===== src/design/vga_pkg.sv =====
package vga_pkg;

	//////////////////////////////////////////////////
	// Video timing
	//////////////////////////////////////////////////

	// Horizontal phase lengths in clocks
	localparam int H_ACTIVE = 640;
	localparam int H_FRONT  = 16;
	localparam int H_PULSE  = 96;
	localparam int H_BACK   = 48;

	// Vertical phase lengths in lines
	localparam int V_ACTIVE = 480;
	localparam int V_FRONT  = 10;
	localparam int V_PULSE  = 2;
	localparam int V_BACK   = 33;

	// Buffer depth, one byte per visible pixel
	localparam int FRAME_PIXELS = H_ACTIVE * V_ACTIVE;

	// Quadrant boundaries
	localparam int X_SPLIT = 320;
	localparam int Y_SPLIT = 240;

	//////////////////////////////////////////////////
	// Widths and types
	//////////////////////////////////////////////////

	typedef logic [9:0]  coord_t;
	typedef logic [18:0] addr_t;
	typedef logic [7:0]  pixel_t;
	typedef logic [7:0]  chan_t;

	// 3-3-2 colours, red in the top bits
	localparam pixel_t COLOR_TOP_LEFT     = 8'b111_000_00;
	localparam pixel_t COLOR_BOTTOM_LEFT  = 8'b000_111_00;
	localparam pixel_t COLOR_TOP_RIGHT    = 8'b000_000_11;
	localparam pixel_t COLOR_BOTTOM_RIGHT = 8'b111_111_00;

	// Frame-buffer write port
	typedef struct packed {
		logic   we;
		addr_t  addr;
		pixel_t data;
	} mem_write_t;

	// Scan position and sync levels
	typedef struct packed {
		coord_t x;
		coord_t y;
		logic   active;
		logic   hsync;
		logic   vsync;
	} scan_t;

	// Expanded output colour
	typedef struct packed {
		chan_t r;
		chan_t g;
		chan_t b;
	} rgb_t;

	// Shared by the horizontal and vertical machines
	typedef enum logic [1:0] {ACTIVE, FRONT, PULSE, BACK} phase_t;

endpackage

===== src/design/pixel_output.sv =====
`timescale 1ns/1ps

module pixel_output (
	input  logic            M10k_pll,
	input  logic            reset,
	input  vga_pkg::scan_t  scan,
	input  vga_pkg::pixel_t rd_pixel,
	input  logic            fill_done,
	output vga_pkg::rgb_t   rgb,
	output logic            hsync,
	output logic            vsync,
	output logic            blank_n
);

	// Scan bits delayed to match the memory read
	logic act_d;
	logic hs_d;
	logic vs_d;

	// Picture enable, only changes during vsync
	logic frame_ok;

	// Expanded colour for the delayed pixel
	vga_pkg::rgb_t color;

	//////////////////////////////////////////////////
	// Alignment stage
	//////////////////////////////////////////////////

	always_ff @(posedge M10k_pll) begin
		if (reset) begin
			act_d <= 1'b0;
			hs_d  <= 1'b1;
			vs_d  <= 1'b1;
		end else begin
			act_d <= scan.active;
			hs_d  <= scan.hsync;
			vs_d  <= scan.vsync;
		end
	end

	// Sampled in the vsync pulse so a frame is either all black or all picture
	always_ff @(posedge M10k_pll) begin
		if (reset) begin
			frame_ok <= 1'b0;
		end else if (!scan.vsync) begin
			frame_ok <= fill_done;
		end
	end

	// 3-3-2 bits at the top of each channel
	always_comb begin
		color.r = {rd_pixel[7:5], 5'b0};
		color.g = {rd_pixel[4:2], 5'b0};
		color.b = {rd_pixel[1:0], 6'b0};
		if (!(act_d && frame_ok)) begin
			color = '0;
		end
	end

	//////////////////////////////////////////////////
	// Output registers
	//////////////////////////////////////////////////

	always_ff @(posedge M10k_pll) begin
		if (reset) begin
			rgb     <= '0;
			hsync   <= 1'b1;
			vsync   <= 1'b1;
			blank_n <= 1'b0;
		end else begin
			rgb     <= color;
			hsync   <= hs_d;
			vsync   <= vs_d;
			blank_n <= act_d;
		end
	end

	// No picture until the buffer has been filled once
	a_fill_black: assert property (@(posedge M10k_pll) !fill_done |=> (rgb == '0));

endmodule


===== config.mk =====
export PLATFORM = sky130hd
export DESIGN_NAME = pixel_output
export DESIGN_NICKNAME = d
export VERILOG_FILES = /design/src/design/vga_pkg.sv /design/src/design/pixel_output.sv
export SDC_FILE = /design/constraint.sdc
export NUM_CORES = 1
export LEC_CHECK = 0
export BUFFER_PORTS_ARGS = -buffer_cell sky130_fd_sc_hd__buf_2
export CAP_MARGIN = 10
export CORE_MARGIN = 1.5
export CORE_UTILIZATION = 34
export CTS_CLUSTER_SIZE = 24
export DETAILED_ROUTE_END_ITERATION = 6
export PLACE_DENSITY = 0.81
export SYNTH_ARGS = -nofsm -noshare
export SYNTH_HDL_FRONTEND = slang
export SYNTH_SLANG_ARGS = --single-unit

===== constraint.sdc =====
create_clock -name M10k_pll -period 1.4 [get_ports M10k_pll]
set_input_delay 0.28 -clock M10k_pll [delete_from_list [all_inputs] [get_ports M10k_pll]]
set_output_delay 0.28 -clock M10k_pll [all_outputs]
set_load 0.01 [all_outputs]

Word-level counts from Yosys, hierarchy flattened. Cells that the tools add are included.

Output and inout bits: 27. Bits in registers: 31.

Bitwise logic cells: 1. Reduce and logical (&&, ||, !) cells: 2.

Operators by type and width (number): $reduce_or A2 Y1 (1); $logic_and A1 B1 Y1 (1); $not A1 Y1 (1).

Longest topological paths before layout. Gate-level depths: netlist of the first run.

Word-level depth: 3. Mapped depth: 2. Depth with buffers taken out: 2.

Worst setup path after synthesis of the first run. No wires, ideal clock.

Kind: register to register. Start point: register frame_ok. End point: register rgb[13] (netlist name). Stages on the path, launching flop included: 3. Arrival time: 660 ps. Setup time: 115 ps. Data required time: 1285 ps. Clock period less this slack: 774 ps. Path slack: 626 ps. Path buffers: 0. Path through: dfxtp_1 -> and3b_2 -> and2_1.

Word-level cells in the longest chain between the ends: 3.

RTL lines: start: declaration (line pixel_output.sv:21) `logic frame_ok;`; start signal: assignment (line pixel_output.sv:47) `frame_ok <= fill_done;`; $logic_and A1 B1 Y1 (line pixel_output.sv:56) `if (!(act_d && frame_ok)) begin`; $not A1 Y1 (no source line); $reduce_or A2 Y1 (no source line); end signal: assignment (line pixel_output.sv:72) `rgb <= color;`; end: declaration (line pixel_output.sv:9) `output vga_pkg::rgb_t rgb,`.

No other way between the ends. A chain may end at the register's enable or synchronous reset.

Worst setup path in the final report of the first run.
Start point: register rgb[22] (netlist name). End point: output port rgb[22] (netlist name).

No word-level cell between the ends.

==> results of run 1 <==
logic make-up after synthesis:
group | Yosys count
flip-flops | 15
AND/OR/NAND/NOR | 16
other | 1
buffers and inverters | 16
multiplexers | 1
final cells by class:
| type | instances | area, um2 | area share (%) |
|---|---|---|---|
| well taps | 16 | 20.0 | 3.09 |
| repair buffers | 24 | 120 | 18.6 |
| clock inverters | 1 | 5.00 | 0.774 |
| multi-input cells | 33 | 179 | 27.7 |
| flip-flops and latches | 15 | 300 | 46.4 |
| clock buffers | 3 | 22.5 | 3.48 |
flip-flops by register name, summed over array words and instances, names as in the netlist:
signal    flops
blank_n       1
hsync         1
rgb           8
hs_d          1
vs_d          1
frame_ok      1
act_d         1
vsync         1
metrics by stage:
| step | util [%] | setup WS, ns | std cells | cell area, um2 | total power, mW |
|---|---|---|---|---|---|
| after detailed placement | 41.1 | 0.426 | 88 | 619 | 0.508 |
| after CTS | 42.9 | 0.383 | 92 | 647 | 0.745 |
| final | 42.9 | 0.404 | 92 | 647 | 0.729 |
| after global routing | 42.9 | 0.357 | 92 | 647 | 0.768 |
| after floorplan | - | 0.626 | 64 | 599 | 0.516 |
| after global placement | 41.1 | 0.449 | 88 | 619 | 0.507 |
layout by cell type (no fill, tap or decap):
cell type	n
nor2_1	1
and2_1	7
dfxtp_1	15
and2_4	1
and3b_2	1
clkbuf_4	3
or2_1	3
mux2i_1	1
conb_1	16
clkinv_2	1
or2_2	1
and2b_2	2
buf_2	24
power groups by stage:
stage	clock (mW)	sequential (mW)	combinational, mW
after floorplan	0	0.453	0.0626
after global placement	0	0.450	0.0567
after detailed placement	0	0.451	0.0571
after CTS	0.247	0.441	0.0574
after global routing	0.261	0.442	0.0649
final	0.230	0.441	0.0578
path summary, 6_finish.rpt:
check	cells after the start	from	endpoint	slack [ns]
min	2	scan[1]	hs_d	0.18
max reg2reg	2	frame_ok	rgb[22]	0.56
min reg2reg	1	hs_d	hsync	0.41
max	1	rgb[22]	rgb[22]	0.40
layer usage:
| metal | wire (um) | up-vias | track usage (%) |
|---|---|---|---|
| li1 | - | 172 | - |
| met1 | 296 | 133 | 7.92 |
| met2 | 281 | 28 | 11.5 |
| met3 | 125 | 2 | 4.68 |
| met4 | 7 | 0 | 5.45 |
| met5 | 0 | - | 0 |
==> metrics.md, run 1 <==
| Metric | Value |
|---|---|
| Status | complete, no violations |
| FFs w/ async S/R, synth | 0% |
| Arrival time worst endpoint | ~0.72 ns |
| Fin nets | 111 |
| Synth area leaders | dfxtp_1, buf_4, and2_1, or2_1, and2b_2 |
| TritonCTS clock tree | yes |
| Crit. End Element | primary output |
| Post-Syn Instances | between 40 and 50 |
| CP Cell Sequence | buf_2 |
| IO buf count | 24 |
| Worst path slowest cell | dfxtp_1 |
| Post-CTS Hold Buffers | 0 |
| N_diodes | 0 |
| Starting Density | between 30% and 40% |
| Total GRT Usage | ~7.7% |
| Final wirelength | approximately 710 um |
| Setup bufs post-CTS | 0 |
| Seq/Total Area, Yosys | between 50% and 60% |
| DR pass1 iterations | 2 |
| Skew-Pair Late Insertion Delay | 0.27 ns |
| Row Count | 14 |
| Drt drc | 0 |
| EDFF count, synth | 0 |
| CP Max Fanout | 1 |
| Gpl congestion | 0.630 |
| Clock power share | 31.6% |
| Worst Path Required | approximately 1.1 ns |
| Worst Hold Slack | between 0.15 and 0.2 ns |
| Max Clk Rate | approximately 1000 MHz |
| Area added between synthesis and finish | 19.1% |
| Setup TNS | 0 ns |
| Critical Path Source Type | flop |
| Synth Area in Compound Gates | 0% |
| GRT overflow | 0 |
| Io pins | 61 |
| WP buf/inv | 1 |
| Width of the die | between 40 and 50 um |
| Main combinational cell family by area after synthesis | buffers and inverters |
| Register bit total from synthesis | 15 |
| Antenna Nets Post-Route | 0 |
| Antenna violations before repair | 0 |
| Setup-failing EPs final | 0 |
| Worst-path clk slew | 0.08 ns |
| Delay-heaviest family, CP | flip-flops |
| Synth Area in Simple Gates | between 20% and 30% |
| Layout cell share with drive strength beyond 1 | a little over two fifths |
| Clk root buf | clkbuf_4 |
| Crit share post-route | between 70% and 80% |
| Die area | 0.00185 mm2 |
| Leakage | approximately 0.36 nW |
| Synthesized area per cell | roughly 11 um2 |
| Largest net degree at the start of global routing | 10 |
| Fin. Hold Viols | 0 |
| Pint | ~0.57 mW |
| Top cells by count, synth | buf_4, dfxtp_1, and2_1 |
| Final Max Tran Viols | 0 |
| Switching share of power | between 20 and 25% |
| Pwr Density | approximately 1100 mW/mm2 |
| Crit Path Class | flop to primary output |
| Post-CTS sizing | 0 |
| Synth Area in Adders | 0% |
| CTS Buf Count | 3 |
| Warning count from the yosys run | 0 |
| Mux cell area share after synthesis | 1.84% |
| Crit path largest cell delay | roughly 0.32 ns |
| Synth unique cells | 11 |
| First-pass GRT wire length | about 1.0 mm |
| Fin crit period | 0.996 ns |
| RSZ-0062 raised after global routing | no |
| Filler cells | about 150 |
| Vias in the first global route | 260 |
| Most used flip-flop cell after synthesis | dfxtp_1 |
| H-Tree Level Count | 1 |
| Die height | around 43 um |
| Clock Sinks | 15 |
| Count leader, synth | buf_4 |
| Starting DRT DRC Count | 1 |
| Net switching power | 0.161 mW |
| Hold Crit Class | input port to flop |
| Peak VDD IR | ~0.42 mV |
| Max-cap violations | 0 |
| XOR/XNOR Fraction of Synth Area | 0% |
| Final Skew | around 0.0038 ns |
| Core area | approximately 0.0015 mm2 |
| Synth top area share | between 50% and 60% |
| Yosys top cell by area | dfxtp_1 |
| Max clock buf depth | 2 |
| Drt wl/cell | roughly 7.7 um |
| Avg Vias per Cell | 3.64 |
| Comb power frac | under 10% |
| Register share of total power | between 60% and 70% |
| Synth Cell Area | ~540 um2 |
| Vias | roughly 340 |
Power figures use the tool's default switching activity.
==> run 2: changes to the inputs <==
Settings changed: CORE_UTILIZATION 34 to 29, PLACE_DENSITY 0.81 to 0.73.
Clock period 1.4 ns to 0.9 ns, I/O delays scaled along.
==> metrics.md, run 2 (synthesis gave the netlist of run 1 again) <==
| Metric | Value |
|---|---|
| Status | complete, no violations |
| Io pins | 61 (unchanged) |
| Max reg flops | 8 (unchanged) |
| Crit share post-route | a little over nine tenths |
| IO buf count | 24 (unchanged) |
| Clock Sinks | 15 (unchanged) |
| Fin crit period | ~0.88 ns |
| WP buf/inv | 1 (unchanged) |
| DR pass1 iterations | 4 (+2) |
| Fin nets | 111 (unchanged) |
| Starting DRT DRC Count | 1 (unchanged) |
| Net switching power | 0.234 mW (+45%) |
| Leakage | 0.358 nW (+0.67%) |
| CP Cell Sequence | buf_2 |
| CP Max Fanout | 1 (unchanged) |
| Setup bufs post-CTS | 0 (unchanged) |
| Post-CTS sizing | 0 (unchanged) |
| Fin. Hold Viols | 0 (unchanged) |
| Row Count | 15 (+1) |
| Vias in the first global route | 234 (-10%) |
| Width of the die | 46.3 um (+7.7%) |
| Avg Vias per Cell | 3.32 (-8.9%) |
| Hold Crit Class | input port to flop |
| Max clock buf depth | 2 (unchanged) |
| Drt wl/cell | 6.97 um (-9.7%) |
| Pint | 0.893 mW (+57%) |
| Post-CTS Hold Buffers | 0 (unchanged) |
| Drt drc | 0 (unchanged) |
| Core area | 0.00175 mm2 (+16%) |
| Largest net degree at the start of global routing | 9 (-1) |
| Crit path largest cell delay | 0.31 ns (about the same) |
| Core Util, Final | 38.9% (-4.0 points) |
| Worst-path clk slew | 0.08 ns (about the same) |
| Clock power share | 30.9% (-0.7 points) |
| Area added between synthesis and finish | 25.1% |
| Final Skew | 0.00148 ns (-0.00230 ns) |
| Switching share of power | 20.8% (-1.3 points) |
| Die height | 46.3 um (+7.7%) |
| CTS Buf Count | 3 (unchanged) |
| Vias | 335 (unchanged) |
| GRT overflow | 0 (unchanged) |
| Post-route cell area | 679 um2 (+5.0%) |
| Final wirelength | 704 um (-0.85%) |
| N_diodes | 0 (unchanged) |
| Critical Path Source Type | flop |
| Pwr Density | 1660 mW/mm2 (+47%) |
| Crit Path Class | flop to primary output |
| Delay-heaviest family, CP | flip-flops |
| Peak VDD IR | 0.592 mV (+41%) |
| Gpl congestion | 0.611 (-3.0%) |
| Max-cap violations | 0 (unchanged) |
| TritonCTS clock tree | yes |
| Post-DP HPWL | 589 um |
| Final Max Tran Viols | 0 (unchanged) |
| Max Clk Rate | 1140 MHz |
| Setup-failing EPs final | 0 (unchanged) |
| Register share of total power | 60.9% (+0.4 points) |
| Clk root buf | clkbuf_4 |
| Antenna violations before repair | 0 (unchanged) |
| Layout cell share with drive strength beyond 1 | 46.1% (+2.6 points) |
| H-Tree Level Count | 1 (unchanged) |
| Commonest non-fill, non-tap cell in the layout | buf_2 |
| Arrival time worst endpoint | 0.70 ns (-0.02 ns) |
| Skew-Pair Late Insertion Delay | 0.26 ns (about the same) |
| Area post-placement | 631 um2 (+1.8%) |
| Worst path slowest cell | dfxtp_1 |
| Comb power frac | 8.2% (+0.3 points) |
| Total GRT Usage | 6.62% (-1.1 points) |
| RSZ-0062 raised after global routing | yes |
| Die area | 0.00214 mm2 (+16%) |
| Biggest register | rgb |
| Worst Path Required | 0.72 ns (-0.40 ns) |
| Starting Density | 31.1% (-4.9 points) |
| Crit. End Element | primary output |
| First-pass GRT wire length | 966 um (-4.7%) |
| Most frequent cells in the layout | buf_2, conb_1, dfxtp_1 |
| Antenna Nets Post-Route | 0 (unchanged) |
run 2: routing by layer:
layer / wire (um) / up-vias / global-route usage (%)
met2: 361 / 23 / 11.1
met1: 267 / 141 / 6.54
met5: 0 / - / 0
met3: 75 / 0 / 1.18
li1: - / 171 / -
met4: 0 / 0 / 6.86
run 2: final timing paths:
path / startpoint / endpoint / slack (ns) / cells past startpoint
worst min register to register: hs_d / hsync / 0.41 / 1
worst max register to register: frame_ok / rgb[6] / 0.07 / 2
worst max-delay path: rgb[13] / rgb[13] / 0.02 / 1
worst min-delay path: scan[1] / hs_d / 0.09 / 2
run 2: per-stage QoR:
step	hold slack [ns]	setup slack, ns	cells	total power, mW	setup TNS, ns
after floorplan	0.252	0.126	64	0.802	0
after global placement	0.366	0.0414	97	0.788	0
after detailed placement	0.365	0.0370	97	0.791	0
after CTS	0.0862	0.0102	101	1.14	0
after global routing	0.0887	-0.0273	101	1.19	-0.135
final	0.0931	0.0238	101	1.13	0
run 2: final cells by class:
class	instances	area [um2]
Clock buffer	4	26.3
Fill cell	183	1070
Multi-Input combinational cell	33	179
Sequential cell	15	304
Tap cell	25	31.3
Timing Repair Buffer	24	139
run 2: power by group through the flow:
| stage | clock [mW] | sequential, mW | combinational [mW] |
|---|---|---|---|
| after floorplan | 0 | 0.705 | 0.0973 |
| after global placement | 0 | 0.701 | 0.0876 |
| after detailed placement | 0 | 0.701 | 0.0892 |
| after CTS | 0.366 | 0.686 | 0.0895 |
| after global routing | 0.400 | 0.689 | 0.104 |
| final | 0.348 | 0.686 | 0.0923 |
