--- config.mk ---
export PLATFORM = sky130hd
export DESIGN_NAME = checker_fill
export DESIGN_NICKNAME = d
export VERILOG_FILES = /design/src/design/vga_pkg.sv /design/src/design/checker_fill.sv
export SDC_FILE = /design/constraint.sdc
export NUM_CORES = 1
export LEC_CHECK = 0
export BUFFER_PORTS_ARGS = -buffer_cell sky130_fd_sc_hd__clkbuf_2
export CAP_MARGIN = 20
export CELL_PAD_IN_SITES_DETAIL_PLACEMENT = 2
export CELL_PAD_IN_SITES_GLOBAL_PLACEMENT = 2
export CORE_ASPECT_RATIO = 2
export CORE_UTILIZATION = 35
export DETAILED_ROUTE_END_ITERATION = 16
export PLACE_DENSITY_LB_ADDON = 0.3
export SETUP_SLACK_MARGIN = 0.4
export SLEW_MARGIN = 10
export SYNTH_ARGS = -nofsm -noshare
export SYNTH_HDL_FRONTEND = slang
export SYNTH_SLANG_ARGS = --single-unit
--- constraint.sdc ---
create_clock -name M10k_pll -period 3.7 [get_ports M10k_pll]
set_clock_uncertainty 0.15 [all_clocks]
set_input_delay 0.74 -clock M10k_pll [delete_from_list [all_inputs] [get_ports M10k_pll]]
set_output_delay 0.74 -clock M10k_pll [all_outputs]
set_load 0.03 [all_outputs]
--- src/design/vga_pkg.sv ---
package vga_pkg;

	//////////////////////////////////////////////////
	// Video timing
	//////////////////////////////////////////////////

	// Horizontal phase lengths in clocks
	localparam int H_ACTIVE = 640;
	localparam int H_FRONT  = 16;
	localparam int H_PULSE  = 96;
	localparam int H_BACK   = 48;

	// Vertical phase lengths in lines
	localparam int V_ACTIVE = 480;
	localparam int V_FRONT  = 10;
	localparam int V_PULSE  = 2;
	localparam int V_BACK   = 33;

	// Buffer depth, one byte per visible pixel
	localparam int FRAME_PIXELS = H_ACTIVE * V_ACTIVE;

	// Quadrant boundaries
	localparam int X_SPLIT = 320;
	localparam int Y_SPLIT = 240;

	//////////////////////////////////////////////////
	// Widths and types
	//////////////////////////////////////////////////

	typedef logic [9:0]  coord_t;
	typedef logic [18:0] addr_t;
	typedef logic [7:0]  pixel_t;
	typedef logic [7:0]  chan_t;

	// 3-3-2 colours, red in the top bits
	localparam pixel_t COLOR_TOP_LEFT     = 8'b111_000_00;
	localparam pixel_t COLOR_BOTTOM_LEFT  = 8'b000_111_00;
	localparam pixel_t COLOR_TOP_RIGHT    = 8'b000_000_11;
	localparam pixel_t COLOR_BOTTOM_RIGHT = 8'b111_111_00;

	// Frame-buffer write port
	typedef struct packed {
		logic   we;
		addr_t  addr;
		pixel_t data;
	} mem_write_t;

	// Scan position and sync levels
	typedef struct packed {
		coord_t x;
		coord_t y;
		logic   active;
		logic   hsync;
		logic   vsync;
	} scan_t;

	// Expanded output colour
	typedef struct packed {
		chan_t r;
		chan_t g;
		chan_t b;
	} rgb_t;

	// Shared by the horizontal and vertical machines
	typedef enum logic [1:0] {ACTIVE, FRONT, PULSE, BACK} phase_t;

endpackage
--- src/design/checker_fill.sv ---
`timescale 1ns/1ps

module checker_fill (
	input  logic                M10k_pll,
	input  logic                reset,
	output vga_pkg::mem_write_t wr,
	output logic                fill_done
);

	// Sweep position
	vga_pkg::coord_t x_cnt;
	vga_pkg::coord_t y_cnt;
	logic            x_last;
	logic            y_last;

	// Colour for the current position
	vga_pkg::pixel_t color;

	assign x_last = (x_cnt == vga_pkg::coord_t'(vga_pkg::H_ACTIVE - 1));
	assign y_last = (y_cnt == vga_pkg::coord_t'(vga_pkg::V_ACTIVE - 1));

	// Quadrant select
	always_comb begin
		if (x_cnt < vga_pkg::coord_t'(vga_pkg::X_SPLIT)) begin
			if (y_cnt < vga_pkg::coord_t'(vga_pkg::Y_SPLIT)) begin
				color = vga_pkg::COLOR_TOP_LEFT;
			end else begin
				color = vga_pkg::COLOR_BOTTOM_LEFT;
			end
		end else begin
			if (y_cnt < vga_pkg::coord_t'(vga_pkg::Y_SPLIT)) begin
				color = vga_pkg::COLOR_TOP_RIGHT;
			end else begin
				color = vga_pkg::COLOR_BOTTOM_RIGHT;
			end
		end
	end

	// Raster-order sweep, wraps forever
	always_ff @(posedge M10k_pll) begin
		if (reset) begin
			x_cnt <= '0;
			y_cnt <= '0;
		end else if (x_last) begin
			x_cnt <= '0;
			y_cnt <= y_last ? '0 : y_cnt + 1'b1;
		end else begin
			x_cnt <= x_cnt + 1'b1;
		end
	end

	// Write presented one clock after the counters
	always_ff @(posedge M10k_pll) begin
		wr.addr <= vga_pkg::addr_t'(y_cnt) * vga_pkg::addr_t'(vga_pkg::H_ACTIVE)
			+ vga_pkg::addr_t'(x_cnt);
		wr.data <= color;
		if (reset) begin
			wr.we <= 1'b0;
		end else begin
			wr.we <= 1'b1;
		end
	end

	// Sticky once the last pixel has gone out
	always_ff @(posedge M10k_pll) begin
		if (reset) begin
			fill_done <= 1'b0;
		end else if (wr.we && wr.addr == vga_pkg::addr_t'(vga_pkg::FRAME_PIXELS - 1)) begin
			fill_done <= 1'b1;
		end
	end

	// Sweep never leaves the buffer
	a_addr_range: assert property (@(posedge M10k_pll) disable iff (reset)
		wr.we |-> (wr.addr < vga_pkg::addr_t'(vga_pkg::FRAME_PIXELS)));

endmodule

Yosys cells after proc, flatten, opt, wreduce, memory -nomap -nowiden
Index checks and enable logic that the tools add are counted.
Widths: inputs -> output; s select.
Word-level totals
  flip-flop bits (word level): 49
  output and inout bits: 29
  logic and storage cells: 22
  bits of input ports: 2
Operators by class
  mux-type cells: 5
  reductions and logical operators: 2
  $add $sub $neg: 3
  equality and inequality tests: 3
  order comparisons: 2
  multipliers: 1
Operators with widths (number)
  $mux 8: 3
  $add 10x1->10 const B: 2
  $add 19x10->19: 1
  $eq 19x19->1 const B: 1
  $mul 10x3->12 const B: 1
  $eq 10x10->1 const B: 1
  $eq 10x9->1 const B: 1
  $lt 10x8->1 const B: 1
  $lt 10x9->1 const B: 1
  $mux 10: 1
  $reduce_or 2->1: 1
  $logic_and 1x1->1: 1
  $mux 1: 1

Depth between registers and ports, before layout
Gate-level depths: netlist (run 1).
  word-level depth: 3
  depth in mapped cells: 9
  depth with buffers taken out: 9

Worst setup path before layout (run 1)
OpenSTA, ideal clock, no wires.
  path kind: flip-flop to flip-flop
  from: reg y_cnt[1]
  to: reg wr[26] (netlist bit)
  library setup time: 124 ps
  period minus slack after synthesis: 2589 ps
  slack: 1111 ps
  buffers on the path: 0
  cell stages (with the launch flop): 10
  required time: 3426 ps
  arrival: 2315 ps
  cells stage by stage: dfxtp_1 ha_1 ha_1 fa_1 a21oi_1 o21bai_1 xor2_1 nand4_2 nor4_2 xnor2_1
Between the ends
  cells in the longest elaborated chain, start to end: 2
Ends and longest elaborated chain
  start: declaration: line checker_fill.sv:12  | vga_pkg::coord_t y_cnt;
  start signal: assignment: line checker_fill.sv:46  | y_cnt <= y_last ? '0 : y_cnt + 1'b1;
  $mul 10x3->12: line checker_fill.sv:54  | wr.addr <= vga_pkg::addr_t'(y_cnt) * vga_pkg::addr_t'(vga_pkg::H_ACTIVE)
  $add 19x10->19: line checker_fill.sv:55  | + vga_pkg::addr_t'(x_cnt);
  end: declaration: line checker_fill.sv:6  | output vga_pkg::mem_write_t wr,
No other way between the ends.
A chain may end at the register's enable or synchronous reset.

Worst setup path after layout (run 1)
Ends and elaborated chain as after synthesis.

==> results of run 1 <==
[worst max-delay path: stages, from the launching register on]
cell and delay, ns:
dfxtp_1 0.45, ha_1 0.28, ha_1 0.24, fa_1 0.41, a21oi_1 0.20, o21bai_1 0.09, xor2_1 0.29, nand4_2 0.20
nor4_2 0.31, xnor2_1 0.10
[path summary, 6_finish.rpt]
path                    end  slack [ns]  depth (start not counted)
max reg2reg  wr[26]$_DFF_P_        0.87                          9
min          wr[12]$_DFF_P_        0.23                          0
min reg2reg  wr[12]$_DFF_P_        0.23                          0
max          wr[26]$_DFF_P_        0.87                          9
[cell families after synthesis]
kind of cell	Yosys count
simple gates	72
flops	44
xor+xnor	32
compound gates	24
fa+ha+maj	23
buf+inv	17
mux	1
[metal layers]
metal,vias to the layer above,wire (µm)
met3,7,100
met1,801,1669
met4,0,121
met2,19,3153
met5,-,0
li1,775,-
[layout by cell type (no fill, tap or decap), types with 2 or more instances in the layout]
cell and instances:
or3_1 4, a21o_1 2, dfxtp_1 44, ha_1 21
clkbuf_16 5, clkbuf_2 30, nand2_1 8, fa_1 2
and2_1 3, bufinv_16 2, a21oi_1 7, and3_1 3
xor2_1 10, nor2_1 28, nand2b_1 2, o21ai_0 7
xnor2_1 22, inv_1 9, nand4_1 6, nor3b_1 2
nand3_1 5, o21bai_1 2
[power by group through the flow]
stage / sequential (mW) / combinational, mW / clock [mW]
after floorplan: 0.501 / 0.00905 / 0
after global placement: 0.496 / 0.0223 / 0
after detailed placement: 0.496 / 0.0227 / 0
after CTS: 0.486 / 0.0227 / 0.575
after global routing: 0.486 / 0.0236 / 0.594
final: 0.485 / 0.0223 / 0.565
[state kept, by name, summed over array words and instances, names as in the netlist]
register and cells:
x_cnt 10, y_cnt 10, fill_done 1, wr 23
[final cells by class]
cell class / count / area (µm²) / share of cell area (%)
multi-input combinational: 152 / 1152 / 46.49
sequential: 44 / 880.8 / 35.54
timing repair buffer: 30 / 150.1 / 6.058
clock buffer: 5 / 125.1 / 5.048
tap: 61 / 76.32 / 3.079
clock inverter: 2 / 60.06 / 2.423
inverter: 9 / 33.78 / 1.363
==> metrics.yaml, run 1 <==
num_io_pins: 31
synth_xor_xnor_area_share_pct: 13.24
gp_congestion: 0.7516
synth-seq-cells: 44
drtPass1Iterations: 10
synth_area_leaders: "dfxtp_1 (42%), ha_1 (12%), xnor2_1 (9.1%)"
postPlaceCellArea_um2: 2293
fillers: 644
clock_latency_ns: 0.29
core_um2: 5758
cts.htree.levels: 2
synthDominantCellAreaShare_pct: 41.61
cts_tree: "done"
grt_overflow: 0
critPathCaptureType: "flip-flop"
cp.arrival_ns: 2.85
whs_ns: 0.2325
final_antenna_net_count: 0
avgSynthCellArea_um2: 9.939
viasPerCell: 5.287
cts_root_buf: "clkbuf_16"
peakVddDrop_mv: 0.3073
synth_edf_count: 0
grt_busiest_layer: "met2"
syn_inst: 213
layout-drive-gt1-share_pct: 18.60
clkPwrFrac_pct: 52.7
p_per_area_nw_per_um2: 432.7
wirelength_mm: 5.044
std_cell_rows: 39
drc: 7
post-route-worst-setup-slack_ns: 0.8734
critPathRequiredTime_ns: 3.73
syn_nets: 238
die_y_um: 112.0
utilization_pct: 43.05
grt_usage_pct: 17.76
synth_compound_area_share_pct: 8.215
period_minus_slack_ns: 2.827
finalNetCount: 267
dp.cells: 296
netlist_area_um2: 2117
ys.flop_type: "dfxtp_1"
yosys.area_share.simple_pct: 18.20
worstHoldPathType: "reg2reg"
period_share_pct: 76.39
synthAdderAreaFrac_pct: 14.30
dieArea_um2: 6383
clock_path_buffers: 2
cts_buffers: 5
slew_headroom_pct: 65.54
p_int_uw: 869.3
async_flop_share_pct: 0
violations: "design-rule violations"
grt_max_degree: 14
leakage_nw: 1.140
initial_core_util_pct: 36.77
grt_util_met3_pct: 3.136
dp_hpwl_mm: 4.129
cts_resized: 0
totalPowerFinal_mw: 1.073
vias: 1602
combinationalPowerShare_pct: 2.1
seq_area_frac_synth_pct: 41.61
grt_pass1_vias: 1712
wl_per_cell_um: 16.65
hold_violations: 0
drv_cap: 0
post_cts.repair.setup_buffers: 0
finalSetupViolations: 0
synth_top_family_by_area: "simple AND/OR/NAND/NOR gates"
syn_to_final_growth_pct: 17.08
hold_path_startpoint: "x_cnt[4]$_SDFF_PP0_"
drtIter0Drc: 17
swShare_pct: 18.95
ys_warn_count: 0
clkTransAtPathRegs_ns: 0.06
final_area_um2: 2479
synth.top_cells.by_count: "dfxtp_1 (44), nor2_1 (28), xnor2_1 (22)"
grt_antenna_before_repair: 0
die_w_um: 57.00
path_class: "reg2reg"
grt_use_met1_pct: 15.33
diodes: 0
pre_cts_ws_ns: 0.8365
met2_usage_pct: 36.00
grt_pass1_wl_mm: 8.355
synth_cell_type_count: 40
cts-hold-fix-buffers: 0
cp-start-kind: "flip-flop"
drv_slew: 0
r2r_start: "y_cnt[1]$_SDFFE_PP0P_"
synth_most_common_cell: "dfxtp_1"
netlist.top_cell.by_area: "dfxtp_1"
status: "finished with violations"
fin_setup_tns_ns: 0
portBuffers: 30
max_clock_freq_mhz: 353.8
p_switching_uw: 203.2
startpoint: "y_cnt[1]$_SDFFE_PP0P_"
worst_slew_pin_slew_ns: 0.5169
pwr-share-seq_pct: 45.3
fin_cells: 303
clkSinkCount: 44
synthMuxAreaShare_pct: 0.4728
path_max_fanout: 7
rsz0062_at_grt: "false"
No activity file was read; power rests on OpenSTA's default activity.
==> run 2: changes to the inputs <==
Clock period 3.7 ns to 2.8 ns, I/O delays scaled along.
==> run 2 against run 1 <==
  * Core utilization is 5.9 points higher
  * Register-to-register slack worse by 0.59 ns
  * Global-route usage is 3.0 points higher
  * Largest power group is now sequential cells
  * Sequential power is 31% higher
  * Total power is 15% higher
  * Highest routed layer unchanged
  * Critical endpoint is now wr[24]$_DFF_P_
  * The run still ends with design-rule violations left
  * Setup slack worse by 0.59 ns
  * Via count is 6.5% higher
  * Critical path depth stayed put
  * Count of clock-buffer cells in the layout stayed put
  * Maximum frequency is 12% higher
  * Routed wire length is 30% higher
==> metrics.yaml, run 2 (synthesis results as in run 1) <==
status: "finished with violations"
violations: "design-rule violations"
drv_slew: 0
layout_common_cells: "dfxtp_1 (39), clkbuf_2 (30), nor2_1 (24)"
period_minus_slack_ns: 2.514
vias: 1706
path_max_fanout: 5
rsz0062_at_grt: "true"
clock_latency_ns: 0.29
worst_slew_pin_slew_ns: 0.8415
initial_core_util_pct: 36.77
grt_pass1_wl_mm: 9.660
period_share_pct: 89.78
peakVddDrop_mv: 0.4231
clkTransAtPathRegs_ns: 0.06
critPathCaptureType: "flip-flop"
totalPowerFinal_mw: 1.232
clock_path_buffers: 2
drtIter0Drc: 39
slew_headroom_pct: 43.90
fillers: 604
finalNetCount: 286
finalSetupViolations: 0
layout-drive-gt1-share_pct: 36.40
cts-hold-fix-buffers: 0
fin_setup_tns_ns: 0
grt_antenna_before_repair: 0
regMostFlops: "wr"
cts_buffers: 5
dp_hpwl_mm: 4.277
wirelength_mm: 6.545
critPathRequiredTime_ns: 2.86
cts_tree: "done"
cp-start-kind: "flip-flop"
leakage_nw: 1.231
worstHoldPathType: "reg2reg"
viasPerCell: 5.298
wl_per_cell_um: 20.33
num_io_pins: 31
die_y_um: 112.0
max_clock_freq_mhz: 397.8
gp_congestion: 0.7592
r2r_start: "y_cnt[4]$_SDFFE_PP0P_"
path_class: "reg2reg"
r2r_setup_slack_ns: 0.29
hold_path_startpoint: "x_cnt[4]$_SDFF_PP0_"
largest_register_ffs: 23
grt_max_degree: 14
std_cell_rows: 39
drtPass1Iterations: 12
grt_usage_pct: 20.75
clkSinkCount: 44
p_per_area_nw_per_um2: 437.2
diodes: 0
final_common_cell: "dfxtp_1"
core_um2: 5758
startpoint: "y_cnt[4]$_SDFFE_PP0P_"
cts_root_buf: "clkbuf_16"
portBuffers: 30
final_antenna_net_count: 0
drv_cap: 0
cp.arrival_ns: 2.58
hold_violations: 0
grt_pass1_vias: 1902
die_w_um: 57.00
largest_registers: "wr (23), x_cnt (10), y_cnt (10)"
syn_to_final_growth_pct: 33.10
grt_overflow: 0
cts.htree.levels: 2
dieArea_um2: 6383
drc: 4
==> run 2: cell count changes in the layout (fill, tap and decap cells not counted), sizes merged <==
cell	change
buf	+19
bufinv	-2
clkinv	+1
clkinvlp	+1
==> run 2: worst max-delay path, stage by stage, from the launching register on <==
cell and delay [ns]:
dfxtp_4 0.37, ha_1 0.32, ha_1 0.34, nand2_2 0.10, o31ai_4 0.31, xor2_2 0.28
nand4_4 0.16, buf_6 0.16, nor2_2 0.12, xnor2_1 0.13
==> run 2: cell type report <==
| cell class | instances | area [µm²] | share of cell area, % |
|---|---|---|---|
| Sequential cell | 44 | 897.1 | 31.84 |
| Clock buffer | 5 | 125.1 | 4.441 |
| Tap cell | 61 | 76.32 | 2.709 |
| Multi-Input combinational cell | 152 | 1376 | 48.85 |
| Timing Repair Buffer | 49 | 296.5 | 10.52 |
| Inverter | 9 | 33.78 | 1.199 |
| Clock inverter | 2 | 12.51 | 0.4441 |
==> run 2: metrics by stage <==
stage               util [%]  setup WS [ns]  hold slack, ns  cells  instance area [µm²]
floorplan                  -         0.4036          0.2081    213                 2130
detailed placement     40.70        0.06787          0.2267    301                 2344
finish                 48.94         0.2861          0.2337    322                 2818
global route           48.94         0.1890          0.2474    322                 2818
CTS                    45.85         0.3264          0.2372    317                 2640
global placement       40.70         0.2462          0.2192    301                 2344
==> run 2: worst paths after layout <==
| check | to | cells after the start |
|---|---|---|
| worst max-delay path | wr[24]$_DFF_P_ | 9 |
| worst min-delay path | wr[12]$_DFF_P_ | 0 |
| worst max register to register | wr[24]$_DFF_P_ | 9 |
| worst min register to register | wr[12]$_DFF_P_ | 0 |
==> run 2: timing repair <==
action                                  4_1_cts  5_1_grt
buffers inserted                              9        5
endpoints found under the setup margin        5       13
gates resized for setup                      19       22
pin swaps                                    14       16
hold endpoints to repair                      0        0
==> run 2: layer usage <==
metal  up-vias  global-route usage [%]  wire length, µm
met5         -                       0                0
met4         0                   11.06              278
met3        17                   3.136              113
met2        31                   42.67             4132
met1       843                   17.60             2021
li1        815                       -                -
==> run 2: power breakdown <==
part	internal, mW	switching [mW]	total (mW)
Combinational	0.00952	0.0217	0.0312
Clock	0.324	0.240	0.564
Sequential	0.630	0.00685	0.637
