==> src/design/vga_pkg.sv <==
package vga_pkg;

	//////////////////////////////////////////////////
	// Video timing
	//////////////////////////////////////////////////

	// Horizontal phase lengths in clocks
	localparam int H_ACTIVE = 640;
	localparam int H_FRONT  = 16;
	localparam int H_PULSE  = 96;
	localparam int H_BACK   = 48;

	// Vertical phase lengths in lines
	localparam int V_ACTIVE = 480;
	localparam int V_FRONT  = 10;
	localparam int V_PULSE  = 2;
	localparam int V_BACK   = 33;

	// Buffer depth, one byte per visible pixel
	localparam int FRAME_PIXELS = H_ACTIVE * V_ACTIVE;

	// Quadrant boundaries
	localparam int X_SPLIT = 320;
	localparam int Y_SPLIT = 240;

	//////////////////////////////////////////////////
	// Widths and types
	//////////////////////////////////////////////////

	typedef logic [9:0]  coord_t;
	typedef logic [18:0] addr_t;
	typedef logic [7:0]  pixel_t;
	typedef logic [7:0]  chan_t;

	// 3-3-2 colours, red in the top bits
	localparam pixel_t COLOR_TOP_LEFT     = 8'b111_000_00;
	localparam pixel_t COLOR_BOTTOM_LEFT  = 8'b000_111_00;
	localparam pixel_t COLOR_TOP_RIGHT    = 8'b000_000_11;
	localparam pixel_t COLOR_BOTTOM_RIGHT = 8'b111_111_00;

	// Frame-buffer write port
	typedef struct packed {
		logic   we;
		addr_t  addr;
		pixel_t data;
	} mem_write_t;

	// Scan position and sync levels
	typedef struct packed {
		coord_t x;
		coord_t y;
		logic   active;
		logic   hsync;
		logic   vsync;
	} scan_t;

	// Expanded output colour
	typedef struct packed {
		chan_t r;
		chan_t g;
		chan_t b;
	} rgb_t;

	// Shared by the horizontal and vertical machines
	typedef enum logic [1:0] {ACTIVE, FRONT, PULSE, BACK} phase_t;

endpackage
==> src/design/raster_timing.sv <==
`timescale 1ns/1ps

module raster_timing (
	input  logic           M10k_pll,
	input  logic           reset,
	output vga_pkg::scan_t scan
);

	// Horizontal machine, counts clocks
	vga_pkg::phase_t h_phase;
	vga_pkg::coord_t h_cnt;
	logic            h_end;

	// Vertical machine, counts lines
	vga_pkg::phase_t v_phase;
	vga_pkg::coord_t v_cnt;
	logic            v_end;

	// Last clock of the horizontal back porch
	logic            line_end;

	// Phase order, back porch wraps to active
	function automatic vga_pkg::phase_t next_phase(input vga_pkg::phase_t p);
		case (p)
			vga_pkg::ACTIVE: return vga_pkg::FRONT;
			vga_pkg::FRONT:  return vga_pkg::PULSE;
			vga_pkg::PULSE:  return vga_pkg::BACK;
			default:         return vga_pkg::ACTIVE;
		endcase
	endfunction

	// Final count of each horizontal phase
	function automatic vga_pkg::coord_t h_last(input vga_pkg::phase_t p);
		case (p)
			vga_pkg::ACTIVE: return vga_pkg::coord_t'(vga_pkg::H_ACTIVE - 1);
			vga_pkg::FRONT:  return vga_pkg::coord_t'(vga_pkg::H_FRONT - 1);
			vga_pkg::PULSE:  return vga_pkg::coord_t'(vga_pkg::H_PULSE - 1);
			default:         return vga_pkg::coord_t'(vga_pkg::H_BACK - 1);
		endcase
	endfunction

	// Final count of each vertical phase
	function automatic vga_pkg::coord_t v_last(input vga_pkg::phase_t p);
		case (p)
			vga_pkg::ACTIVE: return vga_pkg::coord_t'(vga_pkg::V_ACTIVE - 1);
			vga_pkg::FRONT:  return vga_pkg::coord_t'(vga_pkg::V_FRONT - 1);
			vga_pkg::PULSE:  return vga_pkg::coord_t'(vga_pkg::V_PULSE - 1);
			default:         return vga_pkg::coord_t'(vga_pkg::V_BACK - 1);
		endcase
	endfunction

	assign h_end    = (h_cnt == h_last(h_phase));
	assign v_end    = (v_cnt == v_last(v_phase));
	assign line_end = (h_phase == vga_pkg::BACK) && h_end;

	//////////////////////////////////////////////////
	// Horizontal
	//////////////////////////////////////////////////

	// 640 + 16 + 96 + 48 = 800 clocks per line
	always_ff @(posedge M10k_pll) begin
		if (reset) begin
			h_phase <= vga_pkg::ACTIVE;
			h_cnt   <= '0;
		end else if (h_end) begin
			h_phase <= next_phase(h_phase);
			h_cnt   <= '0;
		end else begin
			h_cnt <= h_cnt + 1'b1;
		end
	end

	//////////////////////////////////////////////////
	// Vertical
	//////////////////////////////////////////////////

	// Starts in the front porch so the screen is blank
	// until a full vertical blank has gone by
	always_ff @(posedge M10k_pll) begin
		if (reset) begin
			v_phase <= vga_pkg::FRONT;
			v_cnt   <= '0;
		end else if (line_end) begin
			if (v_end) begin
				v_phase <= next_phase(v_phase);
				v_cnt   <= '0;
			end else begin
				v_cnt <= v_cnt + 1'b1;
			end
		end
	end

	//////////////////////////////////////////////////
	// Scan outputs
	//////////////////////////////////////////////////

	always_comb begin
		// Coordinates only meaningful while active
		scan.x      = (h_phase == vga_pkg::ACTIVE) ? h_cnt : '0;
		scan.y      = (v_phase == vga_pkg::ACTIVE) ? v_cnt : '0;
		scan.active = (h_phase == vga_pkg::ACTIVE) && (v_phase == vga_pkg::ACTIVE);
		// Negative sync
		scan.hsync  = (h_phase != vga_pkg::PULSE);
		scan.vsync  = (v_phase != vga_pkg::PULSE);
	end

	// Visible position stays inside the frame buffer
	a_active_range: assert property (@(posedge M10k_pll) disable iff (reset)
		scan.active |-> (scan.x < vga_pkg::coord_t'(vga_pkg::H_ACTIVE)
			&& scan.y < vga_pkg::coord_t'(vga_pkg::V_ACTIVE)));

endmodule

==> config.mk <==
export PLATFORM = sky130hd
export DESIGN_NAME = raster_timing
export DESIGN_NICKNAME = d
export VERILOG_FILES = /design/src/design/vga_pkg.sv /design/src/design/raster_timing.sv
export SDC_FILE = /design/constraint.sdc
export NUM_CORES = 1
export LEC_CHECK = 0
export BUFFER_PORTS_ARGS = -buffer_cell sky130_fd_sc_hd__buf_2
export CAP_MARGIN = 20
export CORE_MARGIN = 2
export CORE_UTILIZATION = 55
export DETAILED_ROUTE_END_ITERATION = 10
export PLACE_DENSITY = 0.85
export SLEW_MARGIN = 0
export SYNTH_ARGS = -nofsm -noshare
export SYNTH_HDL_FRONTEND = slang
export SYNTH_SLANG_ARGS = --single-unit
export TNS_END_PERCENT = 1
==> constraint.sdc <==
create_clock -name M10k_pll -period 2.8 [get_ports M10k_pll]
set_input_delay 0.28 -clock M10k_pll [delete_from_list [all_inputs] [get_ports M10k_pll]]
set_output_delay 0.28 -clock M10k_pll [all_outputs]
set_load 0.05 [all_outputs]
=== Yosys cells after proc, flatten, opt, wreduce, memory -nomap -nowiden ===
Index checks and enable logic that the tools add are counted.

* Output and inout bits: 23
* Flip-flop bits (word level): 24

* Eq/ne operators: 9
* Muxes and demuxes: 7
* Reductions and logical operators: 6
* Add/subtract/negate cells: 2

{| class="wikitable"
|+ Operators with widths
! kind !! count
|-
| $mux 10 || 3
|-
| $pmux 10 s3 || 1
|-
| $pmux 9 s3 || 1
|-
| $add 10x1->10 const B || 2
|-
| $eq 10x10->1 || 2
|-
| $pmux 2 s3 || 2
|-
| $eq 2x2->1 const B || 3
|-
| $eq 2x1->1 const B || 2
|-
| $logic_not 2->1 || 2
|-
| $ne 2x2->1 const B || 2
|-
| $logic_and 1x1->1 || 2
|-
| $reduce_and 2->1 || 1
|-
| $reduce_or 2->1 || 1
|}

=== Longest topological paths before layout ===
Gate-level depths: netlist of the first run.

* Depth after elaboration: 5
* Depth in mapped cells: 9
* Depth with buffers taken out: 8

=== Worst setup path after synthesis of the first run ===
OpenSTA, ideal clock, no wires.

* Path kind: register to register
* Start point: register v_phase[0]
* End point: register v_cnt[4]
* Stages on the path, launching flop included: 10
* Arrival: 2196 ps
* Path slack: 487 ps
* Library setup time: 117 ps
* Cell sequence: dfxtp_1 inv_1 ha_1 ha_1 nor4_1 nand2_1 or3_1 buf_2 a21o_1 a32o_1

* Cells in the longest elaborated chain, start to end: 4

{| class="wikitable"
|+ RTL lines
! element !! RTL line !! RTL
|-
| start: declaration || raster_timing.sv:15 || <nowiki>vga_pkg::phase_t v_phase;</nowiki>
|-
| start signal: assignment || raster_timing.sv:81 || <nowiki>v_phase <= vga_pkg::FRONT;</nowiki>
|-
| start signal: assignment || raster_timing.sv:85 || <nowiki>v_phase <= next_phase(v_phase);</nowiki>
|-
| $eq 2x2->1, or another cell as far along || raster_timing.sv:44 || <nowiki>case (p)</nowiki>
|-
| $pmux 9 s3 * || raster_timing.sv:44 ||
|-
| $eq 10x10->1 * || raster_timing.sv:53 || <nowiki>assign v_end = (v_cnt == v_last(v_phase));</nowiki>
|-
| $mux 10 * || raster_timing.sv:84 || <nowiki>if (v_end) begin</nowiki>
|-
| end signal: assignment || raster_timing.sv:88 || <nowiki>v_cnt <= v_cnt + 1'b1;</nowiki>
|-
| end: declaration || raster_timing.sv:16 || <nowiki>vga_pkg::coord_t v_cnt;</nowiki>
|}

Mark *: on every way between the ends. The rest lies on a longest branch, timed or not.
A chain may end at the register's enable or synchronous reset.

=== Worst setup path in the final report of the first run ===
* Start point: register v_phase[0]
* End point: register v_phase[0]

* Cells in the longest elaborated chain, start to end: 4

{| class="wikitable"
|+ RTL lines
! element !! RTL line
|-
| $eq 2x2->1, or another cell as far along || raster_timing.sv:24, raster_timing.sv:44
|-
| $pmux 9 s3 || raster_timing.sv:44
|-
| $eq 10x10->1 || raster_timing.sv:53
|-
| $reduce_and 2->1 (no line) || -
|}

Several ways; a longest one is shown, not always the timed one.

==> impl_results.md, run 1 <==
- Sum of negative setup slack: 0 ns
- Worst hold path class: input port to flop
- Final critical-path setup slack: ~0.23 ns
- Post-DR wirelength/cell: between 10 and 15 um
- Sequential cell fraction of total power: 54.9%
- Number of clock sinks: 24
- Yosys warns: 0
- RSZ-0062 raised after global routing: true
- Worst-Skew Late Latency: approximately 0.32 ns
- Num rows: 18
- Number of global-route vias before repair: 1269
- Sequential fraction of the synthesis area: between 30 and 40%
- Nets@finish: roughly 220
- Final hold viol count: 0
- Total net switching power: ~140 uW
- Cell area after synthesis: between 1000 and 1500 um2
- Core Footprint: around 2500 um2
- Post-CTS setup buffers: 0
- Register-to-Register Setup Slack: 0.23 ns
- Number of antenna violations at the first check in global routing: 0
- Max Clk Rate: between 300 and 400 MHz
- Worst Setup Path Type: flop to flop
- Post-synthesis async set-or-reset flop share: 0%
- Number of flops mapped to enable cells by yosys: 0
- Max Buffers Root-to-Sink: 2
- Cells along the critical path: inv_1 -> ha_1 -> ha_1 -> nor4_1 -> nand2_1 -> or3_4 -> or4_1 -> nand3_1
- Clock input transition at the sequential cells of the worst setup and hold paths: approximately 0.14 ns
- Critical path launch point: v_phase[0]
- Final core utilization: between 60% and 70%
- Fraction of synthesized cell area taken by the top area cell type: about a third
- Shortest period the worst path allows: approximately 2.6 ns
- Max Cap Viol: 0
- H-tree Lvls: 1
- Via count: 1369
- Internal Power: ~500 uW
- Syn-to-layout area delta: 14.9%
- Critical-path top delay cell: sky130_fd_sc_hd__or4_1
- First-pass iteration count of the detailed router: 4
- Average instance area after synthesis: around 8.3 um2
- Crit path launch type: flop
- Leakage power of the design: about 0.77 nW
- Final worst path period share: 91.9%
- Global-route usage over all layers: 22.6%
- Worst Path Buf+Inv: 1
- Setup Viol. Count Final: 0
- Most instantiated library cell after synthesis: sky130_fd_sc_hd__dfxtp_1
- Path depth of the worst reg2reg path: 8
- Biggest cell delay along the critical path: approximately 0.5 ns
- Synthesized flop and latch total: 24
- Final Max Tran Viols: 0
- Cell type with the highest aggregate area in the netlist: sky130_fd_sc_hd__dfxtp_1
- Via-to-Cell Ratio: 5.88
- Starting utilization of the core area: between 50% and 60%
- Critical path endpoint category: flop
- Top post-synthesis cells by count: sky130_fd_sc_hd__dfxtp_1, sky130_fd_sc_hd__nand2_1, sky130_fd_sc_hd__and2_1, sky130_fd_sc_hd__ha_1, sky130_fd_sc_hd__nor2_1
- Reg-to-reg critical path startpoint: v_phase[0]
- # placed instances: approximately 230
- Library cell used as clock root buffer: sky130_fd_sc_hd__clkbuf_4
- Kind of cell adding the most delay to the critical path: simple AND/OR/NAND/NOR gates
- Data required, critical path: 3.06 ns
- CTS tree: done
- Syn Nets: around 200
- Remaining global-route overflow: 0
- Commonest register cell after synthesis: sky130_fd_sc_hd__dfxtp_1
- Number of distinct library cells after synthesis: 37
- Synthesized instance count: ~180
- CP Depth: 8
- Final-layout fill cell count: between 200 and 250
- Portion of total power attributed to the clock network: 39.9%
- Global-route wire length before repair: ~5.7 mm
- Number of gates resized after cts: 0
- Weighted congestion reported at the end of routability-driven placement: 0.864
- Floorplan die width: 55.6 um
- Slew at the pin with the worst max-slew slack: ~0.4 ns
- Overall power after layout: between 600 and 700 uW
- Iteration-0 DRC count of the detailed router: 50
- CTS hold repair buffers: 0
- Die area: a little over 3000 um2
- Combinational group share of total power: under 10%
- Maximum number of pins on one net before global-route repair: 15
- Worst supply voltage drop on vdd: between 0.3 and 0.4 mV
- Highest net fanout along the worst path: 11
- Critical path capture point: v_phase[0]
- Cell Pwr Density: ~380 nW/um2
- Result of the run: finished clean
- Total DRC errors in the routed layout: 0
- Fraction of layout cells with a size suffix above 1: a little under a fifth
- Detailed placer's ending HPWL: around 2.6 mm
- Remaining antenna violation count after routing: 0
- Height of the die: approximately 56 um
- Number of antenna repair diodes: 0
- Switching share of total power: between 20% and 30%
- CTS Buf Count: 3
- IO Count: 25
- Reg-to-Reg End: v_phase[0]
- Slew margin rel.: between 70% and 80%
- Fin Clk Skew: approximately 0.0017 ns
- Worst slack at placement: around 0.20 ns
- Most used cell, CP: sky130_fd_sc_hd__ha_1
- Count of buffers inserted at the top-level ports: 24
- CP arrival: ~2.8 ns
- Top area cells in the synthesized netlist: sky130_fd_sc_hd__dfxtp_1, sky130_fd_sc_hd__ha_1, sky130_fd_sc_hd__and2_1, sky130_fd_sc_hd__nand2_1, sky130_fd_sc_hd__nor2_1
- Final wirelength: 3.36 mm
- Final cell count without fillers: 233
cells in the final DEF (no fill, tap or decap), types with 2 or more instances in the layout:
cell type and instances:
sky130_fd_sc_hd__nor3b_1 2, sky130_fd_sc_hd__nand2_1 19, sky130_fd_sc_hd__xor2_1 4, sky130_fd_sc_hd__inv_1 8, sky130_fd_sc_hd__nor3_1 7, sky130_fd_sc_hd__clkbuf_4 3, sky130_fd_sc_hd__a32o_1 2, sky130_fd_sc_hd__buf_4 2
sky130_fd_sc_hd__ha_1 16, sky130_fd_sc_hd__nand3_1 9, sky130_fd_sc_hd__o21ai_0 3, sky130_fd_sc_hd__a21oi_1 9, sky130_fd_sc_hd__and3_1 6, sky130_fd_sc_hd__nor4_1 2, sky130_fd_sc_hd__or3_1 3, sky130_fd_sc_hd__and2_1 16
sky130_fd_sc_hd__o22ai_1 2, sky130_fd_sc_hd__or2_2 2, sky130_fd_sc_hd__nor2_1 15, sky130_fd_sc_hd__buf_2 24, sky130_fd_sc_hd__xnor2_1 6, sky130_fd_sc_hd__dfxtp_1 24
worst min-delay path by stage:
| stage | start | endpoint | slack, ns | cells after the start |
|---|---|---|---|---|
| 5_1_grt | reset | v_cnt[1] | 0.32 | 2 |
| 2_1_floorplan | h_cnt[0] | h_cnt[0] | 0.43 | 1 |
| 4_1_cts | reset | h_cnt[2] | 0.30 | 2 |
| 3_3_place_gp | h_cnt[0] | h_cnt[0] | 0.46 | 1 |
| 3_5_place_dp | h_cnt[0] | h_cnt[0] | 0.48 | 1 |
| 6_report | reset | h_cnt[2] | 0.31 | 2 |
registers in the layout (all words and copies together), names as in the netlist:
register  flops
h_cnt        10
v_cnt        10
h_phase       2
v_phase       2
power groups by stage:
stage               Combinational (mW)  Sequential [mW]  Clock, mW
floorplan                       0.0250            0.356          0
global placement                0.0324            0.356          0
detailed placement              0.0327            0.357          0
CTS                             0.0328            0.349      0.253
global route                    0.0351            0.350      0.271
finish                          0.0330            0.349      0.254
logic make-up (layout without fill, tap and decap cells):
family	after synthesis	in the layout	share of synthesized area [%]
AND/OR/NAND/NOR	88	88	30.8
AO/OA/AOI/OAI	25	25	12.1
flip-flops	24	24	32.8
adder cells (fa/ha/maj)	16	16	13.7
buffers and inverters	13	39	3.50
XOR/XNOR	11	11	7.09
through the flow:
| stage | hold slack, ns | instance area [um2] |
|---|---|---|
| after floorplan | 0.433 | 1460 |
| after global placement | 0.455 | 1620 |
| after detailed placement | 0.476 | 1620 |
| after CTS | 0.296 | 1670 |
| after global routing | 0.320 | 1680 |
| final | 0.305 | 1680 |
final cells by class:
| type | count | area (um2) | share of cell area (%) |
|---|---|---|---|
| well taps | 30 | 37.5 | 2.23 |
| multi-input cells | 140 | 942 | 56.0 |
| repair buffers | 26 | 135 | 8.04 |
| clock buffers | 3 | 22.5 | 1.34 |
| clock inverters | 1 | 30.0 | 1.79 |
| flip-flops and latches | 24 | 480 | 28.6 |
| inverters | 9 | 33.8 | 2.01 |
routing by layer:
metal | vias up | global-route usage [%] | wire length, um
li1 | 667 | - | -
met1 | 644 | 30.6 | 1490
met2 | 52 | 37.8 | 1640
met3 | 6 | 3.26 | 191
met4 | 0 | 6.27 | 41
met5 | - | 0 | 0
Power figures use the tool's default switching activity.
==> inputs of run 2 (changes only) <==
--- a/config.mk
+++ b/config.mk
@@ -7,10 +7,11 @@
 export LEC_CHECK = 0
 export BUFFER_PORTS_ARGS = -buffer_cell sky130_fd_sc_hd__buf_2
 export CAP_MARGIN = 20
-export CORE_MARGIN = 2
+export CORE_MARGIN = 4
 export CORE_UTILIZATION = 55
 export DETAILED_ROUTE_END_ITERATION = 10
 export PLACE_DENSITY = 0.85
+export SKIP_CTS_REPAIR_TIMING = 1
 export SLEW_MARGIN = 0
 export SYNTH_ARGS = -nofsm -noshare
 export SYNTH_HDL_FRONTEND = slang
==> impl_results.md, run 2 (synthesis results as in run 1) <==
- Nets@finish: 222
- Max Clk Rate: between 300 and 400 MHz
- Leakage power of the design: about 0.76 nW
- Data required, critical path: just over 3 ns
- Global-route wire length before repair: 5.71 mm
- GR met2 Demand/Resource: 34.0%
- Setup Viol. Count Final: 0
- Biggest cell delay along the critical path: around 0.53 ns
- Worst supply voltage drop on vdd: just over 0.4 mV
- First-pass iteration count of the detailed router: 4
- Number of global-route vias before repair: roughly 1.3k
- Num rows: 18
- CTS tree: done
- Number of antenna violations at the first check in global routing: 0
- Cell Pwr Density: between 300 and 400 nW/um2
- GR Layer Usage met1: a little over a quarter
- Critical path endpoint category: flop
- Critical-path top delay cell: sky130_fd_sc_hd__or4_1
- Slew margin rel.: 60.3%
- CP arrival: a little under 3 ns
- Count of buffers inserted at the top-level ports: 24
- Result of the run: finished clean
- Library cell used as clock root buffer: sky130_fd_sc_hd__clkbuf_4
- Reg-to-Reg End: v_phase[0]
- Core Footprint: approximately 2500 um2
- Final Max Tran Viols: 0
- Multi-input gate area in the final layout: ~930 um2
- Routing usage on met3: 5.01%
- Reg-to-reg critical path startpoint: v_phase[0]
- Worst Setup Path Type: flop to flop
- Register-to-Register Setup Slack: about 0.16 ns
- Via-to-Cell Ratio: 5.85
- Remaining global-route overflow: 0
- Crit path launch type: flop
- H-tree Lvls: 1
- RSZ-0062 raised after global routing: false
- Syn-to-layout area delta: 12.1%
- Slew at the pin with the worst max-slew slack: 0.591 ns
- Final wirelength: between 3 and 4 mm
- Most used cell, CP: sky130_fd_sc_hd__ha_1
- Number of clock sinks: 24
- GR peak layer: met2
- Clock input transition at the sequential cells of the worst setup and hold paths: around 0.12 ns
- Detailed placer's ending HPWL: about 2.5 mm
- Max Cap Viol: 0
- Overall power after layout: 533 uW
- Regs by FF count: h_cnt: 10 flops, v_cnt: 10 flops
- Worst Hold End: v_cnt[9]
- Final hold viol count: 0
- Floorplan die width: about 60 um
- Worst hold path class: input port to flop
- IO Count: 25
- Global-route usage over all layers: about a fifth
- Worst slack at placement: about 0.21 ns
- Final worst path period share: between 90 and 100%
- Max Buffers Root-to-Sink: 2
- Final core utilization: between 60% and 70%
- Path depth of the worst reg2reg path: 8
- Sum of negative setup slack: 0 ns
- Shortest period the worst path allows: roughly 2.6 ns
- Final-layout fill cell count: around 220
- Starting utilization of the core area: 58.6%
- Cells along the critical path: inv_1 -> ha_1 -> ha_1 -> nor4_1 -> nand2_1 -> or3_1 -> or4_1 -> nand3_1
- Die area: 3550 um2
- Highest net fanout along the worst path: 11
- Iteration-0 DRC count of the detailed router: 54
- Via count: around 1.4k
- CTS Buf Count: 3
- Weighted congestion reported at the end of routability-driven placement: 0.856
- Most frequent cells in the layout: sky130_fd_sc_hd__dfxtp_1, sky130_fd_sc_hd__buf_2, sky130_fd_sc_hd__nand2_1
- Area occupied by registers: slightly below 500 um2
- Remaining antenna violation count after routing: 0
- Total DRC errors in the routed layout: 0
- Hold wc startpoint: reset
- Count of cells along the worst hold path: 2
- Fraction of layout cells with a size suffix above 1: about 17%
- Fin Clk Skew: between 0.002 and 0.0025 ns
- Post-DR wirelength/cell: roughly 15 um
- Number of antenna repair diodes: 0
- Maximum number of pins on one net before global-route repair: 15
- Height of the die: between 50 and 60 um
- Worst-Skew Late Latency: roughly 0.31 ns
- Final critical-path setup slack: approximately 0.16 ns
==> run 2: cell count changes in the layout (fill, tap and decap cells not counted), sizes merged <==
cell,previous run,this run
bufinv,1,0
==> run 2: routing by layer <==
metal / part of all wire [%] / up-vias
li1: - / 664
met1: 44 / 635
met2: 48 / 50
met3: 6.6 / 8
met4: 1.8 / 0
met5: 0 / -
==> run 2: critical path, delay by kind of cell, from the launching register on <==
family | cells | cell delay [ns]
adders and majority gates | 2 | 0.60
buffers and inverters | 1 | 0.09
DFF | 1 | 0.41
and+or+nand+nor | 5 | 1.48
==> run 2: area by class of cell <==
cell class	instances	share of cell area [%]
Clock buffer	3	1.37
Inverter	9	2.06
Multi-Input combinational cell	140	56.8
Sequential cell	24	29.3
Tap cell	30	2.29
Timing Repair Buffer	26	8.23
==> run 2: worst max path at each step <==
stage / startpoint / end / slack [ns] / cells past startpoint
CTS: v_phase[0] / v_phase[0] / 0.17 / 8
global placement: v_phase[0] / v_phase[0] / 0.34 / 8
floorplan: v_phase[0] / v_cnt[4] / 0.49 / 9
finish: v_phase[0] / v_phase[0] / 0.16 / 8
detailed placement: v_phase[0] / v_phase[0] / 0.21 / 8
global route: v_phase[0] / v_phase[0] / 0.05 / 8
==> run 2: through the flow <==
step / hold slack (ns) / cells / instance area (um2)
after floorplan: 0.433 / 177 / 1460
after global placement: 0.455 / 229 / 1620
after detailed placement: 0.479 / 229 / 1620
after CTS: 0.292 / 232 / 1640
after global routing: 0.312 / 232 / 1640
final: 0.308 / 232 / 1640
==> run 2: report_power, final <==
group | total [mW] | internal, mW | switching (mW)
clock | 0.152 | 0.0504 | 0.101
sequential | 0.349 | 0.345 | 0.00379
combinational | 0.0330 | 0.00837 | 0.0246
total | 0.533 | 0.404 | 0.130
